--- config.mk ---
export PLATFORM = sky130hd
export DESIGN_NAME = rr_top
export DESIGN_NICKNAME = d
export VERILOG_FILES = /design/src/rr_pkg.sv /design/src/rr_req_if.sv /design/src/rr_chan_tap.sv /design/src/rr_csrs.sv /design/src/rr_log_arbiter.sv /design/src/rr_replayer.sv /design/src/rr_top.sv /design/src/rr_trace_buffer.sv
export SDC_FILE = /design/constraint.sdc
export NUM_CORES = 1
export LEC_CHECK = 0
export BUFFER_PORTS_ARGS = -buffer_cell sky130_fd_sc_hd__buf_4
export CORE_MARGIN = 1.5
export CORE_UTILIZATION = 45
export DETAILED_ROUTE_END_ITERATION = 12
export PLACE_DENSITY = 0.71
export SLEW_MARGIN = 20
export SYNTH_ARGS = -nofsm -noshare
export SYNTH_HDL_FRONTEND = slang
export SYNTH_HIERARCHICAL = 1
export SYNTH_SLANG_ARGS = --single-unit
--- constraint.sdc ---
create_clock -name clk -period 7.5 [get_ports clk]
set_input_delay 0.375 -clock clk [delete_from_list [all_inputs] [get_ports clk]]
set_output_delay 0.375 -clock clk [all_outputs]
set_load 0.005 [all_outputs]
--- src/rr_pkg.sv ---
`default_nettype none

package rr_pkg;

  ////////////////////////////////////////
  // request channel widths
  ////////////////////////////////////////
  // address and data of one write request
  localparam int ADDR_W = 16;
  localparam int DATA_W = 32;
  // channel id, 0 is sda and 1 is ocl
  localparam int CHAN_W = 1;

  // default trace depth, must be a power of two and at least 4
  localparam int TRACE_DEPTH_DEF = 16;

  // one logged request as it sits in the trace buffer
  typedef struct packed {
    logic [CHAN_W-1:0] chan;
    logic [ADDR_W-1:0] addr;
    logic [DATA_W-1:0] data;
  } trace_entry_t;

  ////////////////////////////////////////
  // register port
  ////////////////////////////////////////
  localparam int CFG_ADDR_W = 4;
  localparam int CFG_DATA_W = 32;

  // operating mode, value 3 is undefined
  typedef enum logic [1:0] {
    RR_MODE_PASS   = 2'd0,
    RR_MODE_RECORD = 2'd1,
    RR_MODE_REPLAY = 2'd2
  } rr_mode_e;

  // register map
  typedef enum logic [CFG_ADDR_W-1:0] {
    CSR_MODE   = 4'd0,
    CSR_COUNT  = 4'd1,
    CSR_STATUS = 4'd2
  } rr_csr_addr_e;

  // status word bits
  // one-off bit, sticky until the mode register is written
  localparam int STAT_REPLAY_DONE = 0;
  // real-time bit, follows the buffer
  localparam int STAT_FULL = 1;

endpackage

`default_nettype wire

--- src/rr_req_if.sv ---
`timescale 1ns/1ps
`default_nettype none

// write request channel with valid/ready handshake
interface rr_req_if;
  import rr_pkg::*;

  logic              valid;
  logic              ready;
  logic [ADDR_W-1:0] addr;
  logic [DATA_W-1:0] data;

  // side that issues the request
  modport src (
    output valid, addr, data,
    input  ready
  );

  // side that takes the request
  modport snk (
    input  valid, addr, data,
    output ready
  );

endinterface

`default_nettype wire

--- src/rr_chan_tap.sv ---
`timescale 1ns/1ps
`default_nettype none

module rr_chan_tap (
  input  wire                        clk,
  input  wire                        rstn,
  input  rr_pkg::rr_mode_e           i_mode,
  // host side
  input  wire                        i_host_valid,
  input  wire [rr_pkg::ADDR_W-1:0]   i_host_addr,
  input  wire [rr_pkg::DATA_W-1:0]   i_host_data,
  output logic                       o_host_ready,
  // core side
  output logic                       o_core_valid,
  output logic [rr_pkg::ADDR_W-1:0]  o_core_addr,
  output logic [rr_pkg::DATA_W-1:0]  o_core_data,
  input  wire                        i_core_ready,
  // log stream to the arbiter and replay stream from the replayer
  rr_req_if.src                      log,
  rr_req_if.snk                      rply
);
  import rr_pkg::*;

  ////////////////////////////////////////
  // source select and record tap
  ////////////////////////////////////////
  always_comb begin
    // log always carries the host request and only valid depends on the mode
    log.addr = i_host_addr;
    log.data = i_host_data;
    case (i_mode)
      RR_MODE_RECORD: begin
        // ask for a log slot only when the core can take it this cycle
        log.valid    = i_host_valid & i_core_ready;
        // core sees the request only while the log slot is granted
        o_core_valid = i_host_valid & log.ready;
        o_core_addr  = i_host_addr;
        o_core_data  = i_host_data;
        o_host_ready = i_core_ready & log.ready;
        rply.ready   = 1'b0;
      end
      RR_MODE_REPLAY: begin
        // host is shut off and the replayer drives the core
        log.valid    = 1'b0;
        o_core_valid = rply.valid;
        o_core_addr  = rply.addr;
        o_core_data  = rply.data;
        o_host_ready = 1'b0;
        rply.ready   = i_core_ready;
      end
      default: begin
        // pass mode wires the host straight to the core
        log.valid    = 1'b0;
        o_core_valid = i_host_valid;
        o_core_addr  = i_host_addr;
        o_core_data  = i_host_data;
        o_host_ready = i_core_ready;
        rply.ready   = 1'b0;
      end
    endcase
  end

  // in record mode a request reaches the core only with a granted log slot
  a_rec_core_needs_grant : assert property (
    @(posedge clk) disable iff (!rstn)
    (i_mode == RR_MODE_RECORD && o_core_valid) |-> log.valid && log.ready
  );

endmodule

`default_nettype wire

--- src/rr_csrs.sv ---
`timescale 1ns/1ps
`default_nettype none

module rr_csrs #(
  parameter int TRACE_DEPTH = rr_pkg::TRACE_DEPTH_DEF
) (
  input  wire                              clk,
  input  wire                              rstn,
  // register port
  input  wire                              i_cfg_we,
  input  wire                              i_cfg_re,
  input  wire [rr_pkg::CFG_ADDR_W-1:0]     i_cfg_addr,
  input  wire [rr_pkg::CFG_DATA_W-1:0]     i_cfg_wdata,
  output logic [rr_pkg::CFG_DATA_W-1:0]    o_cfg_rdata,
  // to and from the datapath
  output rr_pkg::rr_mode_e                 o_mode,
  input  wire [$clog2(TRACE_DEPTH):0]      i_count,
  input  wire                              i_full,
  input  wire                              i_replay_done
);
  import rr_pkg::*;

  rr_mode_e              mode_q;
  logic                  replay_done_q;
  logic                  mode_wr;
  logic [CFG_DATA_W-1:0] status;

  assign mode_wr = i_cfg_we && (i_cfg_addr == CSR_MODE);

  ////////////////////////////////////////
  // mode and one-off status
  ////////////////////////////////////////
  always_ff @(posedge clk) begin
    if (!rstn) begin
      mode_q        <= RR_MODE_PASS;
      replay_done_q <= 1'b0;
    end else begin
      // undefined mode values are dropped
      if (mode_wr && (i_cfg_wdata <= CFG_DATA_W'(RR_MODE_REPLAY))) begin
        mode_q <= rr_mode_e'(i_cfg_wdata[$bits(rr_mode_e)-1:0]);
      end
      // any mode write clears done, a new done pulse wins
      replay_done_q <= (replay_done_q & ~mode_wr) | i_replay_done;
    end
  end

  assign o_mode = mode_q;

  // sticky bits from the register, real-time bits straight through
  always_comb begin
    status                   = '0;
    status[STAT_REPLAY_DONE] = replay_done_q;
    status[STAT_FULL]        = i_full;
  end

  ////////////////////////////////////////
  // registered read
  ////////////////////////////////////////
  always_ff @(posedge clk) begin
    if (!rstn) begin
      o_cfg_rdata <= '0;
    end else if (i_cfg_re) begin
      case (i_cfg_addr)
        CSR_MODE:   o_cfg_rdata <= CFG_DATA_W'(mode_q);
        CSR_COUNT:  o_cfg_rdata <= CFG_DATA_W'(i_count);
        CSR_STATUS: o_cfg_rdata <= status;
        default:    o_cfg_rdata <= '0;
      endcase
    end
  end

endmodule

`default_nettype wire

--- src/rr_log_arbiter.sv ---
`timescale 1ns/1ps
`default_nettype none

module rr_log_arbiter (
  input  wire                   clk,
  input  wire                   rstn,
  rr_req_if.snk                 log0,
  rr_req_if.snk                 log1,
  // trace buffer push port
  input  wire                   i_full,
  output logic                  o_push,
  output rr_pkg::trace_entry_t  o_entry
);
  import rr_pkg::*;

  // round-robin pointer, 1 when channel 1 has priority
  logic prio1_q;
  logic grant0;
  logic grant1;

  ////////////////////////////////////////
  // grant, one channel per cycle
  ////////////////////////////////////////
  // a full buffer blocks both channels
  assign grant0 = log0.valid & ~i_full & (~prio1_q | ~log1.valid);
  assign grant1 = log1.valid & ~i_full & (prio1_q | ~log0.valid);

  assign log0.ready = grant0;
  assign log1.ready = grant1;
  assign o_push     = grant0 | grant1;

  // stamp the granted channel into the entry
  always_comb begin
    o_entry.chan = CHAN_W'(grant1);
    o_entry.addr = grant1 ? log1.addr : log0.addr;
    o_entry.data = grant1 ? log1.data : log0.data;
  end

  // pointer moves past the channel just served
  always_ff @(posedge clk) begin
    if (!rstn) begin
      prio1_q <= 1'b0;
    end else if (grant0) begin
      prio1_q <= 1'b1;
    end else if (grant1) begin
      prio1_q <= 1'b0;
    end
  end

  a_one_grant : assert property (
    @(posedge clk) disable iff (!rstn)
    !(log0.ready && log1.ready)
  );

endmodule

`default_nettype wire

--- src/rr_replayer.sv ---
`timescale 1ns/1ps
`default_nettype none

module rr_replayer (
  input  wire                   clk,
  input  wire                   rstn,
  input  rr_pkg::rr_mode_e      i_mode,
  // buffer head, first-word fall-through
  input  wire                   i_head_valid,
  input  rr_pkg::trace_entry_t  i_head,
  output logic                  o_pop,
  // per-channel dispatch
  rr_req_if.src                 rply0,
  rr_req_if.src                 rply1,
  output logic                  o_replay_done
);
  import rr_pkg::*;

  typedef enum logic [1:0] {
    ST_IDLE,
    ST_RUN,
    ST_DONE
  } rply_state_e;

  rply_state_e state_q;
  rply_state_e state_d;
  logic        in_replay;
  logic        issue;

  assign in_replay = (i_mode == RR_MODE_REPLAY);

  ////////////////////////////////////////
  // sequencer FSM
  ////////////////////////////////////////
  always_comb begin
    state_d = state_q;
    case (state_q)
      ST_IDLE: begin
        if (in_replay) begin
          state_d = ST_RUN;
        end
      end
      ST_RUN: begin
        if (!in_replay) begin
          state_d = ST_IDLE;
        end else if (!i_head_valid) begin
          state_d = ST_DONE;
        end
      end
      ST_DONE: begin
        // wait here until the host picks another mode
        if (!in_replay) begin
          state_d = ST_IDLE;
        end
      end
      default: state_d = ST_IDLE;
    endcase
  end

  always_ff @(posedge clk) begin
    if (!rstn) begin
      state_q <= ST_IDLE;
    end else begin
      state_q <= state_d;
    end
  end

  // single pulse on the way from run to done
  assign o_replay_done = (state_q == ST_RUN) && in_replay && !i_head_valid;

  ////////////////////////////////////////
  // dispatch
  ////////////////////////////////////////
  // head entry is in flight until its channel takes it
  assign issue = (state_q == ST_RUN) && in_replay && i_head_valid;

  assign rply0.valid = issue && (i_head.chan == CHAN_W'(0));
  assign rply1.valid = issue && (i_head.chan == CHAN_W'(1));
  assign rply0.addr  = i_head.addr;
  assign rply0.data  = i_head.data;
  assign rply1.addr  = i_head.addr;
  assign rply1.data  = i_head.data;

  // pop on the transfer edge
  assign o_pop = (rply0.valid && rply0.ready) || (rply1.valid && rply1.ready);

  // buffer keeps the head still while it waits for the core
  a_head_held : assert property (
    @(posedge clk) disable iff (!rstn)
    (issue && !o_pop) |=> $stable(i_head)
  );

endmodule

`default_nettype wire

--- src/rr_top.sv ---
`timescale 1ns/1ps
`default_nettype none

module rr_top #(
  parameter int TRACE_DEPTH = rr_pkg::TRACE_DEPTH_DEF
) (
  input  wire                             clk,
  input  wire                             rstn,
  // channel 0 (sda) host and core sides
  input  wire                             i_host_c0_valid,
  input  wire [rr_pkg::ADDR_W-1:0]        i_host_c0_addr,
  input  wire [rr_pkg::DATA_W-1:0]        i_host_c0_data,
  output logic                            o_host_c0_ready,
  output logic                            o_core_c0_valid,
  output logic [rr_pkg::ADDR_W-1:0]       o_core_c0_addr,
  output logic [rr_pkg::DATA_W-1:0]       o_core_c0_data,
  input  wire                             i_core_c0_ready,
  // channel 1 (ocl) host and core sides
  input  wire                             i_host_c1_valid,
  input  wire [rr_pkg::ADDR_W-1:0]        i_host_c1_addr,
  input  wire [rr_pkg::DATA_W-1:0]        i_host_c1_data,
  output logic                            o_host_c1_ready,
  output logic                            o_core_c1_valid,
  output logic [rr_pkg::ADDR_W-1:0]       o_core_c1_addr,
  output logic [rr_pkg::DATA_W-1:0]       o_core_c1_data,
  input  wire                             i_core_c1_ready,
  // register port
  input  wire                             i_cfg_we,
  input  wire                             i_cfg_re,
  input  wire [rr_pkg::CFG_ADDR_W-1:0]    i_cfg_addr,
  input  wire [rr_pkg::CFG_DATA_W-1:0]    i_cfg_wdata,
  output logic [rr_pkg::CFG_DATA_W-1:0]   o_cfg_rdata
);
  import rr_pkg::*;

  localparam int CNT_W = $clog2(TRACE_DEPTH) + 1;

  rr_mode_e     mode;
  logic         push;
  trace_entry_t push_entry;
  logic         full;
  logic         head_valid;
  trace_entry_t head;
  logic         pop;
  logic [CNT_W-1:0] count;
  logic         replay_done;

  // log streams into the arbiter, replay streams out of the replayer
  rr_req_if log_c0 ();
  rr_req_if log_c1 ();
  rr_req_if rply_c0 ();
  rr_req_if rply_c1 ();

  ////////////////////////////////////////
  // channel taps
  ////////////////////////////////////////
  rr_chan_tap tap_c0 (
    .clk          (clk),
    .rstn         (rstn),
    .i_mode       (mode),
    .i_host_valid (i_host_c0_valid),
    .i_host_addr  (i_host_c0_addr),
    .i_host_data  (i_host_c0_data),
    .o_host_ready (o_host_c0_ready),
    .o_core_valid (o_core_c0_valid),
    .o_core_addr  (o_core_c0_addr),
    .o_core_data  (o_core_c0_data),
    .i_core_ready (i_core_c0_ready),
    .log          (log_c0),
    .rply         (rply_c0)
  );

  rr_chan_tap tap_c1 (
    .clk          (clk),
    .rstn         (rstn),
    .i_mode       (mode),
    .i_host_valid (i_host_c1_valid),
    .i_host_addr  (i_host_c1_addr),
    .i_host_data  (i_host_c1_data),
    .o_host_ready (o_host_c1_ready),
    .o_core_valid (o_core_c1_valid),
    .o_core_addr  (o_core_c1_addr),
    .o_core_data  (o_core_c1_data),
    .i_core_ready (i_core_c1_ready),
    .log          (log_c1),
    .rply         (rply_c1)
  );

  ////////////////////////////////////////
  // record path, merge then store
  ////////////////////////////////////////
  rr_log_arbiter arbiter (
    .clk     (clk),
    .rstn    (rstn),
    .log0    (log_c0),
    .log1    (log_c1),
    .i_full  (full),
    .o_push  (push),
    .o_entry (push_entry)
  );

  rr_trace_buffer #(
    .TRACE_DEPTH (TRACE_DEPTH)
  ) trace_buf (
    .clk          (clk),
    .rstn         (rstn),
    .i_push       (push),
    .i_entry      (push_entry),
    .o_full       (full),
    .i_pop        (pop),
    .o_head_valid (head_valid),
    .o_head       (head),
    .o_count      (count)
  );

  // replay path, drains the buffer in trace order
  rr_replayer replayer (
    .clk           (clk),
    .rstn          (rstn),
    .i_mode        (mode),
    .i_head_valid  (head_valid),
    .i_head        (head),
    .o_pop         (pop),
    .rply0         (rply_c0),
    .rply1         (rply_c1),
    .o_replay_done (replay_done)
  );

  rr_csrs #(
    .TRACE_DEPTH (TRACE_DEPTH)
  ) csrs (
    .clk           (clk),
    .rstn          (rstn),
    .i_cfg_we      (i_cfg_we),
    .i_cfg_re      (i_cfg_re),
    .i_cfg_addr    (i_cfg_addr),
    .i_cfg_wdata   (i_cfg_wdata),
    .o_cfg_rdata   (o_cfg_rdata),
    .o_mode        (mode),
    .i_count       (count),
    .i_full        (full),
    .i_replay_done (replay_done)
  );

endmodule

`default_nettype wire

--- src/rr_trace_buffer.sv ---
`timescale 1ns/1ps
`default_nettype none

module rr_trace_buffer #(
  parameter int TRACE_DEPTH = rr_pkg::TRACE_DEPTH_DEF
) (
  input  wire                            clk,
  input  wire                            rstn,
  // write side from the arbiter
  input  wire                            i_push,
  input  rr_pkg::trace_entry_t           i_entry,
  output logic                           o_full,
  // first-word fall-through read side
  input  wire                            i_pop,
  output logic                           o_head_valid,
  output rr_pkg::trace_entry_t           o_head,
  output logic [$clog2(TRACE_DEPTH):0]   o_count
);
  import rr_pkg::*;

  localparam int PTR_W = $clog2(TRACE_DEPTH);
  localparam int CNT_W = PTR_W + 1;

  trace_entry_t     mem [TRACE_DEPTH];
  logic [PTR_W-1:0] wr_ptr;
  logic [PTR_W-1:0] rd_ptr;
  logic [CNT_W-1:0] count;

  ////////////////////////////////////////
  // storage
  ////////////////////////////////////////
  always_ff @(posedge clk) begin
    if (i_push) begin
      mem[wr_ptr] <= i_entry;
    end
  end

  // pointers wrap on their own, depth is a power of two
  always_ff @(posedge clk) begin
    if (!rstn) begin
      wr_ptr <= '0;
      rd_ptr <= '0;
      count  <= '0;
    end else begin
      if (i_push) begin
        wr_ptr <= wr_ptr + 1'b1;
      end
      if (i_pop) begin
        rd_ptr <= rd_ptr + 1'b1;
      end
      // occupancy, unchanged on push and pop together
      if (i_push && !i_pop) begin
        count <= count + 1'b1;
      end else if (i_pop && !i_push) begin
        count <= count - 1'b1;
      end
    end
  end

  ////////////////////////////////////////
  // status and head
  ////////////////////////////////////////
  assign o_full       = (count == CNT_W'(TRACE_DEPTH));
  assign o_head_valid = (count != '0);
  assign o_head       = mem[rd_ptr];
  assign o_count      = count;

  // arbiter must respect full, replayer must respect head valid
  a_no_overflow : assert property (
    @(posedge clk) disable iff (!rstn)
    i_push |-> !o_full
  );
  a_no_underflow : assert property (
    @(posedge clk) disable iff (!rstn)
    i_pop |-> o_head_valid
  );

endmodule

`default_nettype wire

Yosys cells after proc, flatten, opt, wreduce, memory -nomap -nowiden:

Memory sizes are Yosys's and may differ from the RTL's. A register that Yosys moved wholly into a read port is not among the register bits.
Index checks and enable logic that the tools add are counted.

* add/subtract/negate cells: 4
* multiply operators: 0
* div/mod/pow operators: 0
* $lt $le $gt $ge: 1
* equality and inequality tests: 10
* shift-type cells: 0
* muxes and demuxes: 28
* bitwise gates (word level): 21
* reduce and logical (&&, ||, !) cells: 21

Operators with widths (count)
* $mux W32: 3
* $mux W16: 3
* $le A32 B2 Y1 const B: 1
* $pmux W5 S3: 1
* $and A1 B1 Y1: 11
* $logic_and A1 B1 Y1: 11
* $mux W5: 2
* $add A4 B1 Y4 const B: 2
* $mux W1: 8
* $mux W2: 4
* $mux W4: 2
* $pmux W1 S2: 4
* $not A1 Y1: 6
* $pmux W2 S3: 1
* $add A5 B1 Y5 const B: 1
* $eq A5 B5 Y1 const B: 1
* $reduce_bool A5 Y1: 1
* $sub A5 B1 Y5 const B: 1
* $eq A2 B1 Y1 const B: 2
* $eq A2 B2 Y1 const B: 2
* $eq A4 B1 Y1 const B: 1
* $eq A4 B2 Y1 const B: 1
* $logic_not A4 Y1: 1
* $or A1 B1 Y1: 4
* 8 further kinds: 11

* bits in registers: 51
* latch bits: 0
* memory bits (writable): 784
* ROM bits: 0
* input bits: 140
* output and inout port bits: 132
* logic and storage cells: 94
* memories: 1

Memory list
* trace_buf.mem: words 16, bits a word 49, rd ports 1, clocked after Yosys merged registers in 1, write ports 1, RTL line rr_trace_buffer.sv:24 `trace_entry_t mem [TRACE_DEPTH];`

Logic depth before layout (Yosys ltp):

* depth after elaboration: 10
* mapped depth: 16
* depth with buffers taken out: 13

By module:

The synthesis kept the hierarchy.

By module, submodules not included
* rr_trace_buffer: times used 1, cells each 1302, area each 30200.2 um2, sequential area each 23882.9 um2
* rr_chan_tap: times used 2, cells each 113, area each 1260.0 um2, sequential area each 0.0 um2
* rr_replayer: times used 1, cells each 112, area each 852.1 um2, sequential area each 40.0 um2
* rr_log_arbiter: times used 1, cells each 65, area each 699.4 um2, sequential area each 20.0 um2
* rr_csrs: times used 1, cells each 80, area each 693.2 um2, sequential area each 160.2 um2

Worst setup path after synthesis:

Ideal clock, no wire load.

* kind: reg2reg
* start point: register with a tool-made name
* end point: register trace_buf.count[4], in the netlist trace_buf/o_count[4]
* setup time: 72 ps
* data arrival time: 3448 ps
* required time: 7428 ps
* slack: 3980 ps
* cell stages (with the launch flop): 15
* buffers on the path: 2
* clock period less this slack: 3520 ps
* cell sequence: dfxtp_1 > buf_2 > buf_2 > mux4_2 > a22oi_1 > nand2_1 > mux2i_1 > nor3_1 > inv_1 > ha_1 > fa_1 > nand2b_1 > a21oi_1 > mux2i_1 > mux2i_1

RTL lines
* end signal: assignment: RTL line rr_trace_buffer.sv:53 `count <= count + 1'b1;`
* end signal: assignment: RTL line rr_trace_buffer.sv:55 `count <= count - 1'b1;`
* end: declaration: RTL line rr_trace_buffer.sv:27 `logic [CNT_W-1:0] count;`

==> out/results.tsv <==
stage	metric	value	unit
detailed_routing	DR iter-0 viols	1196	
detailed_routing	DRC Markers	0	
timing	Rel. slew slack	0.281	
detailed_routing	wire per inst	25.1	µm
placed_design	placer congestion estimate	0.738	
grt	initial antenna violation count	0	
clock_tree	CTS tree	built	
detailed_routing	Final ANT Viol Nets	0	
detailed_routing	Final Routed Wirelength	73800	µm
clock_tree	clk buf depth	3	
setup_path	crit-path max FO	46	
clock_tree	H-tree level count	3	
synth	post-synth top area share	0.673	
finish	Fill cells	6098	
clock_tree	Root Driver	clkbuf_16	
setup_path	FF-to-FF End	trace_buf/o_count[4]	
setup_path	FF-to-FF setup slack	3270	ps
floorplanning	Row Count	102	
timing	worst hold slack	53.4	ps
detailed_routing	via/cell ratio	5.59	
run	max-cap viol count	0	
power	maximum vdd drop	0.147	mV
setup_path	CP arrival	3930	ps
synth	top post-synthesis cells by area	edfxtp_1 67%, mux4_2 13%, buf_4 4.9%	
floorplanning	Die W	282	µm
synth	most common cell in the netlist	edfxtp_1	
timing	clk_skew	16.3	ps
clock_tree	Clock transition at path regs	60	ps
synth	sequential area share after synthesis	0.689	
clock_tree	cts bufs inserted	79	
finish	sequential cell area	0.0241	mm²
grt	pin count of the biggest net entering global routing	114	
setup_path	delay-heaviest family, CP	flip-flops	
timing	Setup violations, final	0	
synth	EDFF count, synth	784	
detailed_routing	vias post-DR	16471	
synth	Post-Synthesis Cell Area	0.0350	mm²
timing	Slew Limit Fails	0	
setup_path	Crit path buffers/inverters	2	
placed_design	post-DP HPWL	37000	µm
timing	slew at the pin closest to its max-slew limit	1080	ps
synth	Post-Syn Instances	1785	
timing	RSZ-0062 raised after global routing	no	
min_path	hold_sp	i_cfg_wdata[0]	
floorplanning	die height	282	µm
floorplanning	initial core utilization	0.453	
finish	P&R area growth vs syn	10.6	%
setup_path	crit-path cells	buf_4, mux4_2, a22oi_1, nand2_1, mux2_4, buf_4	
floorplanning	I/O pins	272	
run_status	status	finished, final reports clean	
power	Pwr Density	234	mW/mm²
grt	global-route wire length before repair	107000	µm
synth	FF+latch count, synth	812	
placed_design	Buffers on Ports	244	
setup_path	CP max-delay cell	dfxtp_4	
floorplanning	die area	0.0794	mm²
synth	dominant cell type by area after synthesis	edfxtp_1	
grt	vias in the first global route	17213	
finish	Ant. Diodes	0	
finish	multi-input logic area	0.00873	mm²
finish	Nets	1998	
floorplanning	Core Box Area	0.0772	mm²
timing	FMAX	232	MHz
timing	Tmin final	4300	ps
grt	Total GRT Usage	0.185	
clock_tree	CTS resizes	0	
power	leakage	12.6	nW
synth	Netlist cell types	51	
setup_path	worst-case reg-to-reg path depth	12	
min_path	Hold Path Stages	3	
finish	share of cells above drive strength 1	0.388	
clock_tree	clock tree sinks	812	
setup_path	Worst Setup End Kind	output port	
timing	final hold vios	0	
detailed_routing	first-pass detailed-route iteration total	5	
synth	syn avg cell area	19.6	µm²
power	total power	9.03	mW
grt	GR Overflow Total	0	
setup_path	Critical Path RT	7120	ps
synth	Post-synth top cells	784 x edfxtp_1, 229 x buf_4, 196 x mux4_2	
clock_tree	post-cts hold buffer count	0	
synth	Post-synth top flop	edfxtp_1	
setup_path	most used cell, CP	buf_4	
setup_path	CP peak stage delay	980	ps
clock_tree	Setup Buffers After CTS	0	
clock_tree	Worst-Skew Late Latency	620	ps
timing	fin crit share	0.574	
setup_path	Crit Path Class	reg2out	
timing	Final TNS setup	0	ps
min_path	hold path endpoint	csrs/o_mode[0]	
synth	Synth async-reset ratio	0	
setup_path	crit start category	flop	
min_path	HP Class	in2reg	
synth	Synth warnings	6	
[power breakdown]
part | internal [mW] | total, mW | switching, mW
registers | 4.96 | 4.96 | 0.00000000000308
clock network | 2.24 | 3.84 | 1.60
logic | 0.125 | 0.231 | 0.106
total | 7.33 | 9.03 | 1.71
[routing by layer]
metal / part of all wire / global-route usage
met3: 0.058 / 0.0240
met4: 0.020 / 0.0546
met5: 0 / 0
met1: 0.40 / 0.242
met2: 0.52 / 0.325
[kinds of logic (layout without fill, tap and decap cells)]
| family | Yosys count | in the layout | share of synthesized area |
|---|---|---|---|
| xor+xnor | 8 | 8 | 0.00200 |
| mux | 348 | 348 | 0.186 |
| compound gates | 122 | 122 | 0.0251 |
| fa+ha+maj | 14 | 14 | 0.00522 |
| other cells | 1 | 27 | 0.000107 |
| buf+inv | 322 | 416 | 0.0664 |
| flops | 812 | 812 | 0.689 |
| simple gates | 158 | 158 | 0.0256 |
[metrics by stage]
stage | utilization | std cells | area, µm² | setup WS [ps]
after detailed placement | 0.468 | 2803 | 36200 | 3240
after global routing | 0.501 | 2945 | 38700 | 2880
final | 0.501 | 2945 | 38700 | 3200
after CTS | 0.501 | 2945 | 38700 | 3060
after floorplan | - | 1811 | 35100 | 3980
after global placement | 0.468 | 2803 | 36200 | 3310
[worst register-to-register path: cells and delay by family, from the launching register on]
family	cells	cell delay (ps)
DFF	1	980
and+or+nand+nor	3	820
adders and majority gates	2	650
AOI/OAI and AO/OA	2	390
muxes	4	1220
buffers and inverters	1	100
[sequential cells by signal (all words and copies together), names as in the netlist, named ones only]
register,flops
arbiter/prio1_q,1
trace_buf/wr_ptr,4
csrs/replay_done_q,1
trace_buf/mem,784
csrs/o_mode,2
replayer/state_q,2
trace_buf/rd_ptr,4
csrs/o_cfg_rdata,5
trace_buf/o_count,5
[area by class of cell]
| class | instances | area share |
|---|---|---|
| Tap cell | 1040 | 0.0337 |
| Inverter | 17 | 0.00165 |
| Clock buffer | 97 | 0.0545 |
| Multi-Input combinational cell | 677 | 0.226 |
| Sequential cell | 812 | 0.624 |
| Clock inverter | 45 | 0.0103 |
| Timing Repair Buffer | 257 | 0.0502 |
[worst max-delay path by stage]
stage / cells after the start / from / end
finish: 6 / flop / o_core_c1_addr[12]
global route: 6 / flop / o_core_c0_data[19]
CTS: 6 / flop / o_core_c1_addr[12]
detailed placement: 12 / flop / trace_buf/o_count[4]
global placement: 12 / flop / trace_buf/o_count[4]
floorplan: 14 / flop / trace_buf/o_count[4]
[cells in the final DEF, fill, tap and decap left out, types with 9 or more instances in the layout]
master and n:
edfxtp_1 784, mux4_2 196, and2_1 14, clkbuf_1 15, and2_4 16, clkinv_2 14, buf_4 256, inv_1 17
nor2b_1 9, ha_1 11, a22oi_1 98, mux2_2 39, a21oi_1 13, nor2_1 16, dfxtp_1 26, conb_1 27
clkinv_1 19, mux2_4 105, clkbuf_16 82, nand2_1 55
Power figures use the tool's default switching activity.
